**src/logic/lsu_pkg.sv**
```systemverilog
package lsu_pkg;

   localparam int XLEN   = 32; // data path width.
   localparam int CNT_W  = 5;  // bit counter, one pass over XLEN bits.
   localparam int ADDR_W = 32; // byte address width.

   // memory operation requested on the command port.
   typedef enum logic {
      LSU_LOAD,
      LSU_STORE
   } lsu_op_e;

   // access width, encoded as in funct3[1:0].
   typedef enum logic [1:0] {
      SZ_BYTE,
      SZ_HALF,
      SZ_WORD
   } lsu_size_e;

   typedef enum logic [2:0] {
      ST_IDLE,   // waiting for a command.
      ST_INIT,   // store data shifted into place, alignment checked.
      ST_BUS,    // memory transaction running.
      ST_RESULT, // load bits shifted out into the result.
      ST_DONE    // ack held until the requester lets go.
   } lsu_state_e;

endpackage

```
**src/logic/lsu_serial_if.sv**
```systemverilog
`timescale 1ns/100ps

// bit-serial link from the sequencer to the data shifter.
interface lsu_serial_if;

   logic                en;        // shift enable, one bit per cycle.
   logic                init;      // high for the 32 init cycles.
   logic                cnt_done;  // last bit of the pass.
   logic [1:0]          bytecnt;   // byte currently on the serial line.
   logic [1:0]          lsb;       // low address bits of the access.
   lsu_pkg::lsu_size_e  size;
   logic                is_signed; // sign extend loads.
   logic                op_b;      // serial store bit, lsb first.
   logic                rd;        // serial load bit, lsb first.

   modport seq (
      output en,
      output init,
      output cnt_done,
      output bytecnt,
      output lsb,
      output size,
      output is_signed,
      output op_b,
      input  rd
   );

   modport shift (
      input  en,
      input  init,
      input  cnt_done,
      input  bytecnt,
      input  lsb,
      input  size,
      input  is_signed,
      input  op_b,
      output rd
   );

endinterface

```
**src/logic/lsu_sequencer.sv**
```systemverilog
`timescale 1ns/100ps

module lsu_sequencer (
   input  logic                       i_clk,
   input  logic                       i_arst_n,
   input  logic                       i_cmd_req,
   input  lsu_pkg::lsu_op_e           i_cmd_op,
   input  lsu_pkg::lsu_size_e         i_cmd_size,
   input  logic                       i_cmd_signed,
   input  logic [lsu_pkg::ADDR_W-1:0] i_cmd_addr,
   input  logic [lsu_pkg::XLEN-1:0]   i_cmd_wdata,
   input  logic                       i_bus_done,
   output logic                       o_cmd_ack,
   output logic [lsu_pkg::XLEN-1:0]   o_rsp_data,
   output logic                       o_rsp_misalign,
   output logic                       o_bus_start,
   lsu_serial_if.seq                  sif
);

   lsu_pkg::lsu_state_e         state_q;
   lsu_pkg::lsu_state_e         state_d;
   logic [lsu_pkg::CNT_W-1:0]   cnt_q;         // bit position of the current pass.
   logic                        misalign_c;
   logic                        misalign_q;
   logic                        bus_start_q;
   logic [lsu_pkg::XLEN-1:0]    rsp_q;         // result word, filled from the top.
   logic                        start_cmd;     // new command accepted this cycle.
   logic                        is_load;

   assign is_load   = (i_cmd_op == lsu_pkg::LSU_LOAD);
   assign start_cmd = (state_q == lsu_pkg::ST_IDLE) & i_cmd_req;

   // command fields go straight onto the serial link.
   assign sif.lsb       = i_cmd_addr[1:0];
   assign sif.size      = i_cmd_size;
   assign sif.is_signed = i_cmd_signed;

   // counter decode.
   assign sif.bytecnt  = cnt_q[lsu_pkg::CNT_W-1 -: 2]; // upper two bits pick the byte.
   assign sif.cnt_done = &cnt_q;
   assign sif.init     = (state_q == lsu_pkg::ST_INIT);
   assign sif.en       = sif.init | (state_q == lsu_pkg::ST_RESULT);
   assign sif.op_b     = sif.init & i_cmd_wdata[cnt_q]; // store word, lsb first.

   // half needs an even address, word needs both low bits clear.
   assign misalign_c =
      (i_cmd_addr[0] & (i_cmd_size != lsu_pkg::SZ_BYTE)) |
      (i_cmd_addr[1] & (i_cmd_size == lsu_pkg::SZ_WORD));

   always_comb begin
      state_d = state_q;
      case (state_q)
         lsu_pkg::ST_IDLE:   if (i_cmd_req) state_d = lsu_pkg::ST_INIT;
         lsu_pkg::ST_INIT: begin
            if (sif.cnt_done) begin
               state_d = misalign_c ? lsu_pkg::ST_DONE : lsu_pkg::ST_BUS; // no bus on a trap.
            end
         end
         lsu_pkg::ST_BUS: begin
            if (i_bus_done) begin
               state_d = is_load ? lsu_pkg::ST_RESULT : lsu_pkg::ST_DONE;
            end
         end
         lsu_pkg::ST_RESULT: if (sif.cnt_done) state_d = lsu_pkg::ST_DONE;
         lsu_pkg::ST_DONE:   if (!i_cmd_req) state_d = lsu_pkg::ST_IDLE; // four-phase release.
         default:            state_d = lsu_pkg::ST_IDLE;
      endcase
   end

   always_ff @(posedge i_clk or negedge i_arst_n) begin
      if (!i_arst_n) begin
         state_q     <= lsu_pkg::ST_IDLE;
         cnt_q       <= '0;
         misalign_q  <= 1'b0;
         bus_start_q <= 1'b0;
      end else begin
         state_q     <= state_d;
         // counter only moves while bits are on the line, wraps to zero after 32.
         if (state_q == lsu_pkg::ST_IDLE) begin
            cnt_q <= '0;
         end else if (sif.en) begin
            cnt_q <= cnt_q + 1'b1;
         end
         if (start_cmd) begin
            misalign_q <= 1'b0;
         end else if (sif.init && sif.cnt_done) begin
            misalign_q <= misalign_c; // sampled once, after the address settled.
         end
         bus_start_q <= sif.init & sif.cnt_done & ~misalign_c; // one cycle pulse.
      end
   end

   // result reassembly, one bit per cycle into the top.
   always_ff @(posedge i_clk) begin
      if (start_cmd) begin
         rsp_q <= '0;                           // stores and traps return zero.
      end else if (state_q == lsu_pkg::ST_RESULT) begin
         rsp_q <= {sif.rd, rsp_q[lsu_pkg::XLEN-1:1]};
      end
   end

   assign o_cmd_ack      = (state_q == lsu_pkg::ST_DONE);
   assign o_rsp_data     = rsp_q;
   assign o_rsp_misalign = misalign_q;
   assign o_bus_start    = bus_start_q;

   // a trapped access must never reach the memory port.
   a_no_bus_on_misalign : assert property (
      @(posedge i_clk) disable iff (!i_arst_n)
      o_bus_start |->
         (i_cmd_size == lsu_pkg::SZ_BYTE) ||
         (i_cmd_size == lsu_pkg::SZ_HALF && !i_cmd_addr[0]) ||
         (i_cmd_size == lsu_pkg::SZ_WORD && i_cmd_addr[1:0] == 2'b00)
   );

   // requester keeps the command stable for the whole handshake.
   a_cmd_stable : assert property (
      @(posedge i_clk) disable iff (!i_arst_n)
      (i_cmd_req && $past(i_cmd_req)) |->
         $stable({i_cmd_op, i_cmd_size, i_cmd_signed, i_cmd_addr, i_cmd_wdata})
   );

endmodule

```
**src/logic/lsu_data_shifter.sv**
```systemverilog
`timescale 1ns/100ps

module lsu_data_shifter (
   input  logic                     i_clk,
   input  logic                     i_rdat_load,
   input  logic [lsu_pkg::XLEN-1:0] i_rdat,
   output logic [lsu_pkg::XLEN-1:0] o_wdat,
   output logic [3:0]               o_sel,
   lsu_serial_if.shift              sif
);

   logic [lsu_pkg::XLEN-1:0] dat_q;      // store word or latched load word.
   logic                     signbit_q;  // last valid load bit, repeated past the width.
   logic [2:0]               lane_sum;
   logic                     byte_valid;
   logic                     dat_en;
   logic                     dat_cur;
   logic                     dat_valid;
   logic                     is_word;
   logic                     is_half;

   assign is_word = (sif.size == lsu_pkg::SZ_WORD);
   assign is_half = (sif.size == lsu_pkg::SZ_HALF);

   // shift only while lsb + bytecnt stays inside the word.
   // a store at lane n thus stops early and lands n bytes up.
   assign lane_sum   = {1'b0, sif.lsb} + {1'b0, sif.bytecnt};
   assign byte_valid = ~lane_sum[2];
   assign dat_en     = sif.en & byte_valid;

   // current load bit sits at the bottom of lane lsb.
   assign dat_cur = dat_q[{sif.lsb, 3'b000}];

   // bytes inside the access width.
   assign dat_valid = is_word | (sif.bytecnt == 2'b00) | (is_half & ~sif.bytecnt[1]);

   // past the access width repeat the sign, or zero for unsigned loads.
   assign sif.rd = dat_valid ? dat_cur : (signbit_q & sif.is_signed);

   always_ff @(posedge i_clk) begin
      if (i_rdat_load) begin
         dat_q <= i_rdat;                               // read word from the bus.
      end else if (dat_en) begin
         dat_q <= {sif.op_b, dat_q[lsu_pkg::XLEN-1:1]}; // store in at top, load out at lane.
      end
      if (sif.en && dat_valid) begin
         signbit_q <= dat_cur;
      end
   end

   // lane selects.
   assign o_sel[3] = (sif.lsb == 2'd3) | is_word | (is_half & sif.lsb[1]);
   assign o_sel[2] = (sif.lsb == 2'd2) | is_word;
   assign o_sel[1] = (sif.lsb == 2'd1) | is_word | (is_half & ~sif.lsb[1]);
   assign o_sel[0] = (sif.lsb == 2'd0);

   assign o_wdat = dat_q;

   // read data arrives only after the store shift is over.
   a_no_load_in_init : assert property (
      @(posedge i_clk) i_rdat_load |-> !sif.init
   );

endmodule

```
**src/logic/lsu_bus_master.sv**
```systemverilog
`timescale 1ns/100ps

module lsu_bus_master (
   input  logic                       i_clk,
   input  logic                       i_arst_n,
   input  logic                       i_bus_start,
   input  logic                       i_we,
   input  logic [lsu_pkg::ADDR_W-1:0] i_addr,
   input  logic [3:0]                 i_sel,
   input  logic [lsu_pkg::XLEN-1:0]   i_wdat,
   input  logic                       i_mem_ack,
   input  logic [lsu_pkg::XLEN-1:0]   i_mem_rdat,
   output logic                       o_bus_done,
   output logic                       o_mem_req,
   output logic                       o_mem_we,
   output logic [lsu_pkg::ADDR_W-1:0] o_mem_addr,
   output logic [3:0]                 o_mem_sel,
   output logic [lsu_pkg::XLEN-1:0]   o_mem_wdat,
   output logic                       o_rdat_load,
   output logic [lsu_pkg::XLEN-1:0]   o_rdat
);

   // handshake phases, local to this block.
   typedef enum logic [1:0] {
      BM_IDLE,      // no transaction.
      BM_WAIT_ACK,  // req high, waiting for ack.
      BM_WAIT_DROP  // req dropped, waiting for ack to fall.
   } bm_state_e;

   bm_state_e                 state_q;
   logic                      req_q;
   logic                      done_q;
   logic                      we_q;
   logic [lsu_pkg::ADDR_W-1:0] addr_q;
   logic [3:0]                sel_q;
   logic [lsu_pkg::XLEN-1:0]  wdat_q;

   always_ff @(posedge i_clk or negedge i_arst_n) begin
      if (!i_arst_n) begin
         state_q <= BM_IDLE;
         req_q   <= 1'b0;
         done_q  <= 1'b0;
      end else begin
         done_q <= 1'b0;
         case (state_q)
            BM_IDLE: begin
               if (i_bus_start) begin
                  req_q   <= 1'b1;
                  state_q <= BM_WAIT_ACK;
               end
            end
            BM_WAIT_ACK: begin
               if (i_mem_ack) begin
                  req_q   <= 1'b0;
                  state_q <= BM_WAIT_DROP;
               end
            end
            BM_WAIT_DROP: begin
               if (!i_mem_ack) begin
                  done_q  <= 1'b1; // done one cycle after ack seen low.
                  state_q <= BM_IDLE;
               end
            end
            default: state_q <= BM_IDLE;
         endcase
      end
   end

   // transaction fields, held while req is up.
   always_ff @(posedge i_clk) begin
      if ((state_q == BM_IDLE) && i_bus_start) begin
         we_q   <= i_we;
         addr_q <= {i_addr[lsu_pkg::ADDR_W-1:2], 2'b00}; // word aligned.
         sel_q  <= i_sel;
         wdat_q <= i_wdat;
      end
   end

   assign o_mem_req  = req_q;
   assign o_mem_we   = we_q;
   assign o_mem_addr = addr_q;
   assign o_mem_sel  = sel_q;
   assign o_mem_wdat = wdat_q;
   assign o_bus_done = done_q;

   // read word handed over in the first ack cycle.
   assign o_rdat_load = (state_q == BM_WAIT_ACK) & i_mem_ack & ~we_q;
   assign o_rdat      = i_mem_rdat;

   // four-phase order: previous ack must be gone before a new req.
   a_req_after_ack_low : assert property (
      @(posedge i_clk) disable iff (!i_arst_n)
      $rose(o_mem_req) |-> !i_mem_ack
   );

endmodule

```
**src/logic/serial_lsu_top.sv**
```systemverilog
`timescale 1ns/100ps

module serial_lsu_top (
   input  logic                       i_clk,
   input  logic                       i_arst_n,
   // command side.
   input  logic                       i_cmd_req,
   input  lsu_pkg::lsu_op_e           i_cmd_op,
   input  lsu_pkg::lsu_size_e         i_cmd_size,
   input  logic                       i_cmd_signed,
   input  logic [lsu_pkg::ADDR_W-1:0] i_cmd_addr,
   input  logic [lsu_pkg::XLEN-1:0]   i_cmd_wdata,
   output logic                       o_cmd_ack,
   output logic [lsu_pkg::XLEN-1:0]   o_rsp_data,
   output logic                       o_rsp_misalign,
   // memory side.
   output logic                       o_mem_req,
   output logic                       o_mem_we,
   output logic [lsu_pkg::ADDR_W-1:0] o_mem_addr,
   output logic [3:0]                 o_mem_sel,
   output logic [lsu_pkg::XLEN-1:0]   o_mem_wdat,
   input  logic                       i_mem_ack,
   input  logic [lsu_pkg::XLEN-1:0]   i_mem_rdat
);

   logic                     bus_start;
   logic                     bus_done;
   logic                     rdat_load;
   logic [lsu_pkg::XLEN-1:0] rdat;
   logic [lsu_pkg::XLEN-1:0] wdat;   // aligned store word.
   logic [3:0]               sel;
   logic                     is_store;

   assign is_store = (i_cmd_op == lsu_pkg::LSU_STORE);

   lsu_serial_if sif0 ();

   lsu_sequencer seq0 (
      .i_clk          (i_clk),
      .i_arst_n       (i_arst_n),
      .i_cmd_req      (i_cmd_req),
      .i_cmd_op       (i_cmd_op),
      .i_cmd_size     (i_cmd_size),
      .i_cmd_signed   (i_cmd_signed),
      .i_cmd_addr     (i_cmd_addr),
      .i_cmd_wdata    (i_cmd_wdata),
      .i_bus_done     (bus_done),
      .o_cmd_ack      (o_cmd_ack),
      .o_rsp_data     (o_rsp_data),
      .o_rsp_misalign (o_rsp_misalign),
      .o_bus_start    (bus_start),
      .sif            (sif0.seq)
   );

   lsu_data_shifter shift0 (
      .i_clk       (i_clk),
      .i_rdat_load (rdat_load),
      .i_rdat      (rdat),
      .o_wdat      (wdat),
      .o_sel       (sel),
      .sif         (sif0.shift)
   );

   lsu_bus_master bus0 (
      .i_clk       (i_clk),
      .i_arst_n    (i_arst_n),
      .i_bus_start (bus_start),
      .i_we        (is_store),
      .i_addr      (i_cmd_addr),
      .i_sel       (sel),
      .i_wdat      (wdat),
      .i_mem_ack   (i_mem_ack),
      .i_mem_rdat  (i_mem_rdat),
      .o_bus_done  (bus_done),
      .o_mem_req   (o_mem_req),
      .o_mem_we    (o_mem_we),
      .o_mem_addr  (o_mem_addr),
      .o_mem_sel   (o_mem_sel),
      .o_mem_wdat  (o_mem_wdat),
      .o_rdat_load (rdat_load),
      .o_rdat      (rdat)
   );

endmodule

```
**config.mk**
```make
export PLATFORM = sky130hd
export DESIGN_NAME = serial_lsu_top
export DESIGN_NICKNAME = d
export VERILOG_FILES = /design/src/logic/lsu_pkg.sv /design/src/logic/lsu_serial_if.sv /design/src/logic/lsu_sequencer.sv /design/src/logic/lsu_data_shifter.sv /design/src/logic/lsu_bus_master.sv /design/src/logic/serial_lsu_top.sv
export SDC_FILE = /design/constraint.sdc
export NUM_CORES = 1
export LEC_CHECK = 0
export ABC_AREA = 1
export BUFFER_PORTS_ARGS = -buffer_cell sky130_fd_sc_hd__buf_2
export CORE_MARGIN = 8
export CORE_UTILIZATION = 47
export CTS_BUF_LIST = sky130_fd_sc_hd__clkbuf_4
export CTS_CLUSTER_SIZE = 10
export DETAILED_ROUTE_END_ITERATION = 12
export PLACE_DENSITY_LB_ADDON = 0.25
export SETUP_SLACK_MARGIN = 0.15
export SYNTH_ARGS = -nofsm -noshare
export SYNTH_HDL_FRONTEND = slang
export SYNTH_SLANG_ARGS = --single-unit
```
**constraint.sdc**
```tcl
create_clock -name i_clk -period 4 [get_ports i_clk]
set_clock_uncertainty 0.15 [all_clocks]
set_input_delay 0.8 -clock i_clk [delete_from_list [all_inputs] [get_ports i_clk]]
set_output_delay 0.8 -clock i_clk [all_outputs]
set_load 0.005 [all_outputs]
```
# After elaboration in Yosys (flattened, before gate mapping)
# Cells that the tools add are included.
dict set report totals {
  input_bits 104
  register_bits 146
  elab_cells 108
}
dict set report op_classes {
  addsub 2
  eq_ne 19
  n_mux 28
  order_cmp 2
  n_reduce_logical 16
  n_bitwise 27
}
# operator count
set op_table {}
lappend op_table {{32-bit two-way mux} 2}
lappend op_table {{3-bit two-way mux} 7}
lappend op_table {{3-bit one-hot mux with 5 select lines} 1}
lappend op_table {{1-bit AND} 13}
lappend op_table {{5-bit by 6-bit less-than comparator with 1-bit output, second input constant} 2}
lappend op_table {{2-bit inequality test, second input constant} 6}
lappend op_table {{5-bit two-way mux} 2}
lappend op_table {{5-bit AND reduction} 2}
lappend op_table {{2-bit nonzero test} 5}
lappend op_table {{1-bit two-way mux} 9}
lappend op_table {{1-bit bitwise OR} 9}
lappend op_table {{2-bit == test, second input constant} 4}
lappend op_table {{2-bit by 1-bit == test with 1-bit output, second input constant} 3}
lappend op_table {{3-bit by 2-bit == test with 1-bit output, second input constant} 2}
lappend op_table {{2-bit zero test} 3}
lappend op_table {{2-bit two-way mux} 3}
lappend op_table {{2-bit one-hot mux with 3 select lines} 1}
lappend op_table {{3-bit AND reduction} 2}
lappend op_table {{5-bit by 1-bit adder with 5-bit output, second input constant} 1}
lappend op_table {{1-bit binary-select mux with 5-bit select} 1}
lappend op_table {{1-bit inverter} 5}
lappend op_table {{2-bit by 1-bit inequality test with 1-bit output, second input constant} 2}
lappend op_table {{2-bit by 2-bit adder with 3-bit output} 1}
lappend op_table {{3-bit by 1-bit == test with 1-bit output, second input constant} 1}
lappend op_table {{other kinds (5)} 7}

# Longest topological paths before layout
dict set report depth {
  word_depth 6
  mapped_depth 10
  depth_no_buf 9
}

# By module
# From an unflattened synthesis, not the netlist that was laid out.
dict set report unflattened {
  hier_cells 597
  hier_area_um2 6249.7
}
# mod seq_area_each_um2 n_inst area_per_inst_um2 cells_each
set by_module_without_submodules {}
lappend by_module_without_submodules {lsu_bus_master 2112.0 1 2432.3 120}
lappend by_module_without_submodules {lsu_sequencer 890.9 1 2253.4 306}
lappend by_module_without_submodules {lsu_data_shifter 991.0 1 1564.0 171}

# Worst setup path after synthesis
# No wires, ideal clock.
dict set report synth_path {
  path_kind {reg-to-reg}
  startpoint {register bus0.state_q[0]}
  endpoint {register bus0.addr_q, in the netlist bus0.o_mem_addr[10], enable pin}
  setup_time_ns 0.495
  arrival_ns 3.331
  setup_slack_ns 0.024
  stages_incl_launch_ff 4
  cell_sequence {dfrtp_1 > inv_1 > nand2_1 > nor2_1}
}
dict set report synth_via {
  elab_chain_cells 2
}
# item line_no
set synth_rtl {}
lappend synth_rtl {{start, declared} lsu_bus_master.sv:30} ;# bm_state_e state_q;
lappend synth_rtl {{start signal, assigned} lsu_bus_master.sv:40} ;# state_q <= BM_IDLE;
lappend synth_rtl {{start signal, assigned} lsu_bus_master.sv:49} ;# state_q <= BM_WAIT_ACK;
lappend synth_rtl {{start signal, assigned} lsu_bus_master.sv:55} ;# state_q <= BM_WAIT_DROP;
lappend synth_rtl {{2-bit zero test} lsu_bus_master.sv:71} ;# if ((state_q == BM_IDLE) && i_bus_start) begin
lappend synth_rtl {{1-bit logical AND} lsu_bus_master.sv:71}
lappend synth_rtl {{end signal, assigned} lsu_bus_master.sv:73} ;# addr_q <= {i_addr[lsu_pkg::ADDR_W-1:2], 2'b00};
lappend synth_rtl {{end, declared} lsu_bus_master.sv:34} ;# logic [lsu_pkg::ADDR_W-1:0] addr_q;
# No other way between the ends.
# A chain may end at the register's enable or synchronous reset.

# Final worst setup path
dict set report layout_path {
  startpoint {register seq0.state_q[1]}
  endpoint {output port o_cmd_ack}
}
dict set report layout_via {
  elab_chain_cells 1
}
# item line_no
set layout_rtl {}
lappend layout_rtl {{start, declared} lsu_sequencer.sv:20} ;# lsu_pkg::lsu_state_e state_q;
lappend layout_rtl {{start signal, assigned} lsu_sequencer.sv:72} ;# state_q <= lsu_pkg::ST_IDLE;
lappend layout_rtl {{start signal, assigned} lsu_sequencer.sv:77} ;# state_q <= state_d;
lappend layout_rtl {{3-bit == test} lsu_sequencer.sv:102} ;# assign o_cmd_ack = (state_q == lsu_pkg::ST_DONE);
lappend layout_rtl {{end, declared} serial_lsu_top.sv:13} ;# output logic o_cmd_ack,
# No other way between the ends.

==> summary.txt <==
Run status
  – Outcome: completed

Pwr
  – Total power: around 4.4 mW
  – Gate power share: between 20% and 30%
  – Clock Power Share: between 20 and 25%
  – Sequential cell fraction of total power: approximately 53%
  – Power per cell area: slightly below 600 nW/um^2
  – P_leak: around 3.3 nW
  – Psw: roughly 1.5 mW
  – Switching Share: 33.53%
  – Maximum VDD drop: 0.0002669 V
  – Internal power: around 3 mW

Synth
  – Synth warn: 0
  – Simple-Gate Fraction of Synth Area: ~20%
  – Predominant post-synthesis flop cell: edfxtp_1
  – Synth Instances: approximately 550
  – Syn Area/Cell: about 11 um^2
  – Post-synthesis compound-gate area fraction: between 6 and 7%
  – Seq/Total Area, Yosys: 66.83%
  – Synth Cell Area: 5976 um^2
  – Synth area leader: edfxtp_1
  – Multiplexer share of the synthesized area: 0%
  – Top cell type's share of synthesized area: 50.25%
  – Number of flops mapped to enable cells by yosys: 100
  – Count of cell types in the netlist: 36
  – Largest family of logic cells by synthesized area: simple AND/OR/NAND/NOR gates
  – Synth Area in Adders: 0.6281%
  – Area contributors post-synth: edfxtp_1 (50%), nand2_1 (14%), dfxtp_1 (11%), dfrtp_1 (5.9%), a21oi_2 (4.4%)
  – FF+latch count, synth: 146
  – Post-synthesis xor/xnor area fraction: less than 1%
  – Async set or reset register ratio after synthesis: around a tenth

Detailed routing
  – Initial DRT Pass Iterations: 4
  – Vias per cell: 4.805
  – Avg WL per Cell: around 15 um
  – DR vias: 4512
  – Final WL: between 10000 and 15000 um
  – Drt initial violations: between 200 and 300
  – Remaining DRCs: 0
  – Final ANT Viol Nets: 0

Critical path
  – Setup slack, reg-to-reg: around 1.7 ns
  – Worst r2r path cells: 6
  – Worst Path Arrival: between 1.5 and 2 ns
  – Delay-heaviest family, CP: flip-flops
  – CP peak stage delay: between 0.4 and 0.5 ns
  – CP Depth: 3
  – Crit path max fanout: 4
  – CP Capture Point: o_cmd_ack
  – Critical Path, Cell by Cell: or2_4, nor2_1, buf_2
  – Worst r2r src: bus0.state_q[1]
  – CP Data Required Time: 3.05 ns
  – Critical Path Source Type: flop
  – Crit path buffers/inverters: 1
  – Crit Path Class: flop to output port
  – FF-to-FF End: shift0.o_wdat[2]
  – Slowest CP cell: dfrtp_1
  – Crit. End Element: output port
  – Origin of the worst setup path: seq0.state_q[1]

STA
  – RSZ-0062 raised after global routing: false
  – Slew Limit Fails: 0
  – Setup TNS: 0 ns
  – Tcrit/Tclk final: between 60% and 70%
  – Setup Viol. Count Final: 0
  – Fin crit period: ~2.5 ns
  – Fmax: roughly 400 MHz
  – Final Hold Viols: 0
  – Slew margin rel.: 32.75%
  – WHS: between 0.2 and 0.3 ns
  – Worst-Margin Slew: between 1 and 1.5 ns

Place
  – GPL Wtd Cong: 0.8658
  – # port buffers: 205
  – DP HPWL: ~11000 um

Clock network
  – Clock transition at path regs: about 0.12 ns
  – # Post-CTS Setup Buffers: 0
  – Post-CTS Hold Fix Bufs: 1
  – H-tree depth: 4
  – Clock Root Buffer: clkbuf_4
  – Post-CTS sizing: 0
  – Clk_lat worst skew: ~0.52 ns
  – CTS tree: done
  – CTS sink count: between 100 and 150
  – CTS max path bufs: 2
  – Total CTS buffers: 17

Die
  – Core area: between 10000 and 15000 um^2
  – Die height: around 130 um
  – Io pins: between 200 and 250
  – Rows: 41
  – Chip width: 128.8 um
  – Initial core utilization: 47.74%
  – Die outline area: about 17000 um^2

Layout
  – Final Util: 58.80%
  – Share of layout cells above drive strength 1: about 38%
  – Fillers: 1124
  – Nets@finish: 861
  – Area grow syn2layout: 23.16%

Global route
  – Initial antenna violation count: 1
  – GRT Util Overall: 16.88%
  – Gr ovfl total: 0
  – Largest net degree at the start of global routing: 45
  – Vias in the first global route: between 4000 and 5000
  – First-pass GRT wire length: 21890 um

Hold path
  – Tightest Hold Check Type: input pin to flop

Job
  – Max-cap violations: 0
==> power by group through the flow <==
stage               sequential [mW]  combinational (mW)  clock [mW]
floorplan                      2.27               0.882           0
global placement               2.34                1.07           0
detailed placement             2.36                1.11           0
CTS                            2.33                1.11       0.987
global route                   2.37                1.24        1.04
finish                         2.33                1.10       0.958
==> cells in the mapped netlist, types with 2 or more instances <==
master    count
o22ai_1       4
ha_1          3
a21oi_1       3
buf_6         6
o21ai_1       3
nor2_1       18
nand3_1      27
inv_2         9
buf_12        3
o21ai_0      10
buf_2         4
nor2_2        2
nor2_4        3
nand2_1     225
inv_1        28
dfxtp_1      32
a21oi_2      30
buf_4         8
dfrtp_1      14
edfxtp_1    100
==> registers in the layout, indices dropped and copies added (netlist names) <==
| register | count |
|---|---|
| seq0.state_q | 3 |
| shift0.signbit_q | 1 |
| bus0.o_mem_sel | 4 |
| seq0.cnt_q | 5 |
| bus0.o_bus_done | 1 |
| seq0.o_bus_start | 1 |
| bus0.state_q | 2 |
| shift0.o_wdat | 32 |
| seq0.o_rsp_misalign | 1 |
| bus0.o_mem_req | 1 |
| bus0.o_mem_addr | 30 |
| bus0.o_mem_wdat | 32 |
| seq0.o_rsp_data | 32 |
| bus0.o_mem_we | 1 |
==> placed cells by master (no fill, tap or decap), types with 9 or more instances in the layout <==
cell	instances
nand3_1	27
inv_2	9
buf_2	205
clkbuf_4	18
nand2_1	225
dfrtp_1	14
inv_1	28
o21ai_0	10
dfxtp_1	32
nor2_1	17
edfxtp_1	100
a21oi_2	30
==> routing by layer <==
metal | vias to the layer above | routed length [um] | global-route usage [%]
li1 | 2218 | - | -
met1 | 2090 | 5733 | 19.18
met2 | 180 | 6947 | 28.94
met3 | 24 | 1172 | 4.882
met4 | 0 | 298 | 7.602
met5 | - | 0 | 0
==> how the worst min path moves through the flow <==
stage,start,endpoint,slack (ns),cells past startpoint
2_1_floorplan,shift0.o_wdat[8],bus0.o_mem_wdat[8],0.28,0
3_3_place_gp,shift0.o_wdat[30],bus0.o_mem_wdat[30],0.28,0
3_5_place_dp,shift0.o_wdat[30],bus0.o_mem_wdat[30],0.29,0
4_1_cts,i_cmd_addr[17],bus0.o_mem_addr[17],0.23,1
5_1_grt,i_cmd_addr[17],bus0.o_mem_addr[17],0.24,1
6_report,i_cmd_addr[17],bus0.o_mem_addr[17],0.29,1
==> cell families (layout without fill, tap and decap cells) <==
family / after synthesis / in the layout
DFF: 146 / 146
AOI/OAI and AO/OA: 54 / 54
adders and majority gates: 3 / 3
other: 1 / 3
and+or+nand+nor: 283 / 283
buffers and inverters: 60 / 277
xor gates and xnor gates: 1 / 1
==> metrics by stage <==
step	worst slack, ns	instance area, um^2	cells
4_1_cts	1.452	7357	938
5_1_grt	1.423	7360	939
2_1_floorplan	1.179	5982	549
3_5_place_dp	1.192	7052	906
6_report	1.510	7360	939
3_3_place_gp	1.251	7052	906
==> area by class of cell <==
| cell class | instances | area (um^2) | share of cell area [%] |
|---|---|---|---|
| tap | 172 | 215.2 | 2.924 |
| clock buffer | 18 | 135.1 | 1.836 |
| timing repair buffer | 208 | 1064 | 14.45 |
| inverter | 38 | 145.1 | 1.972 |
| clock inverter | 13 | 160.2 | 2.176 |
| sequential | 146 | 3994 | 54.27 |
| multi-input combinational | 343 | 1644 | 22.34 |
| antenna | 1 | 2.502 | 0.03400 |
No activity file was read; power rests on OpenSTA's default activity.
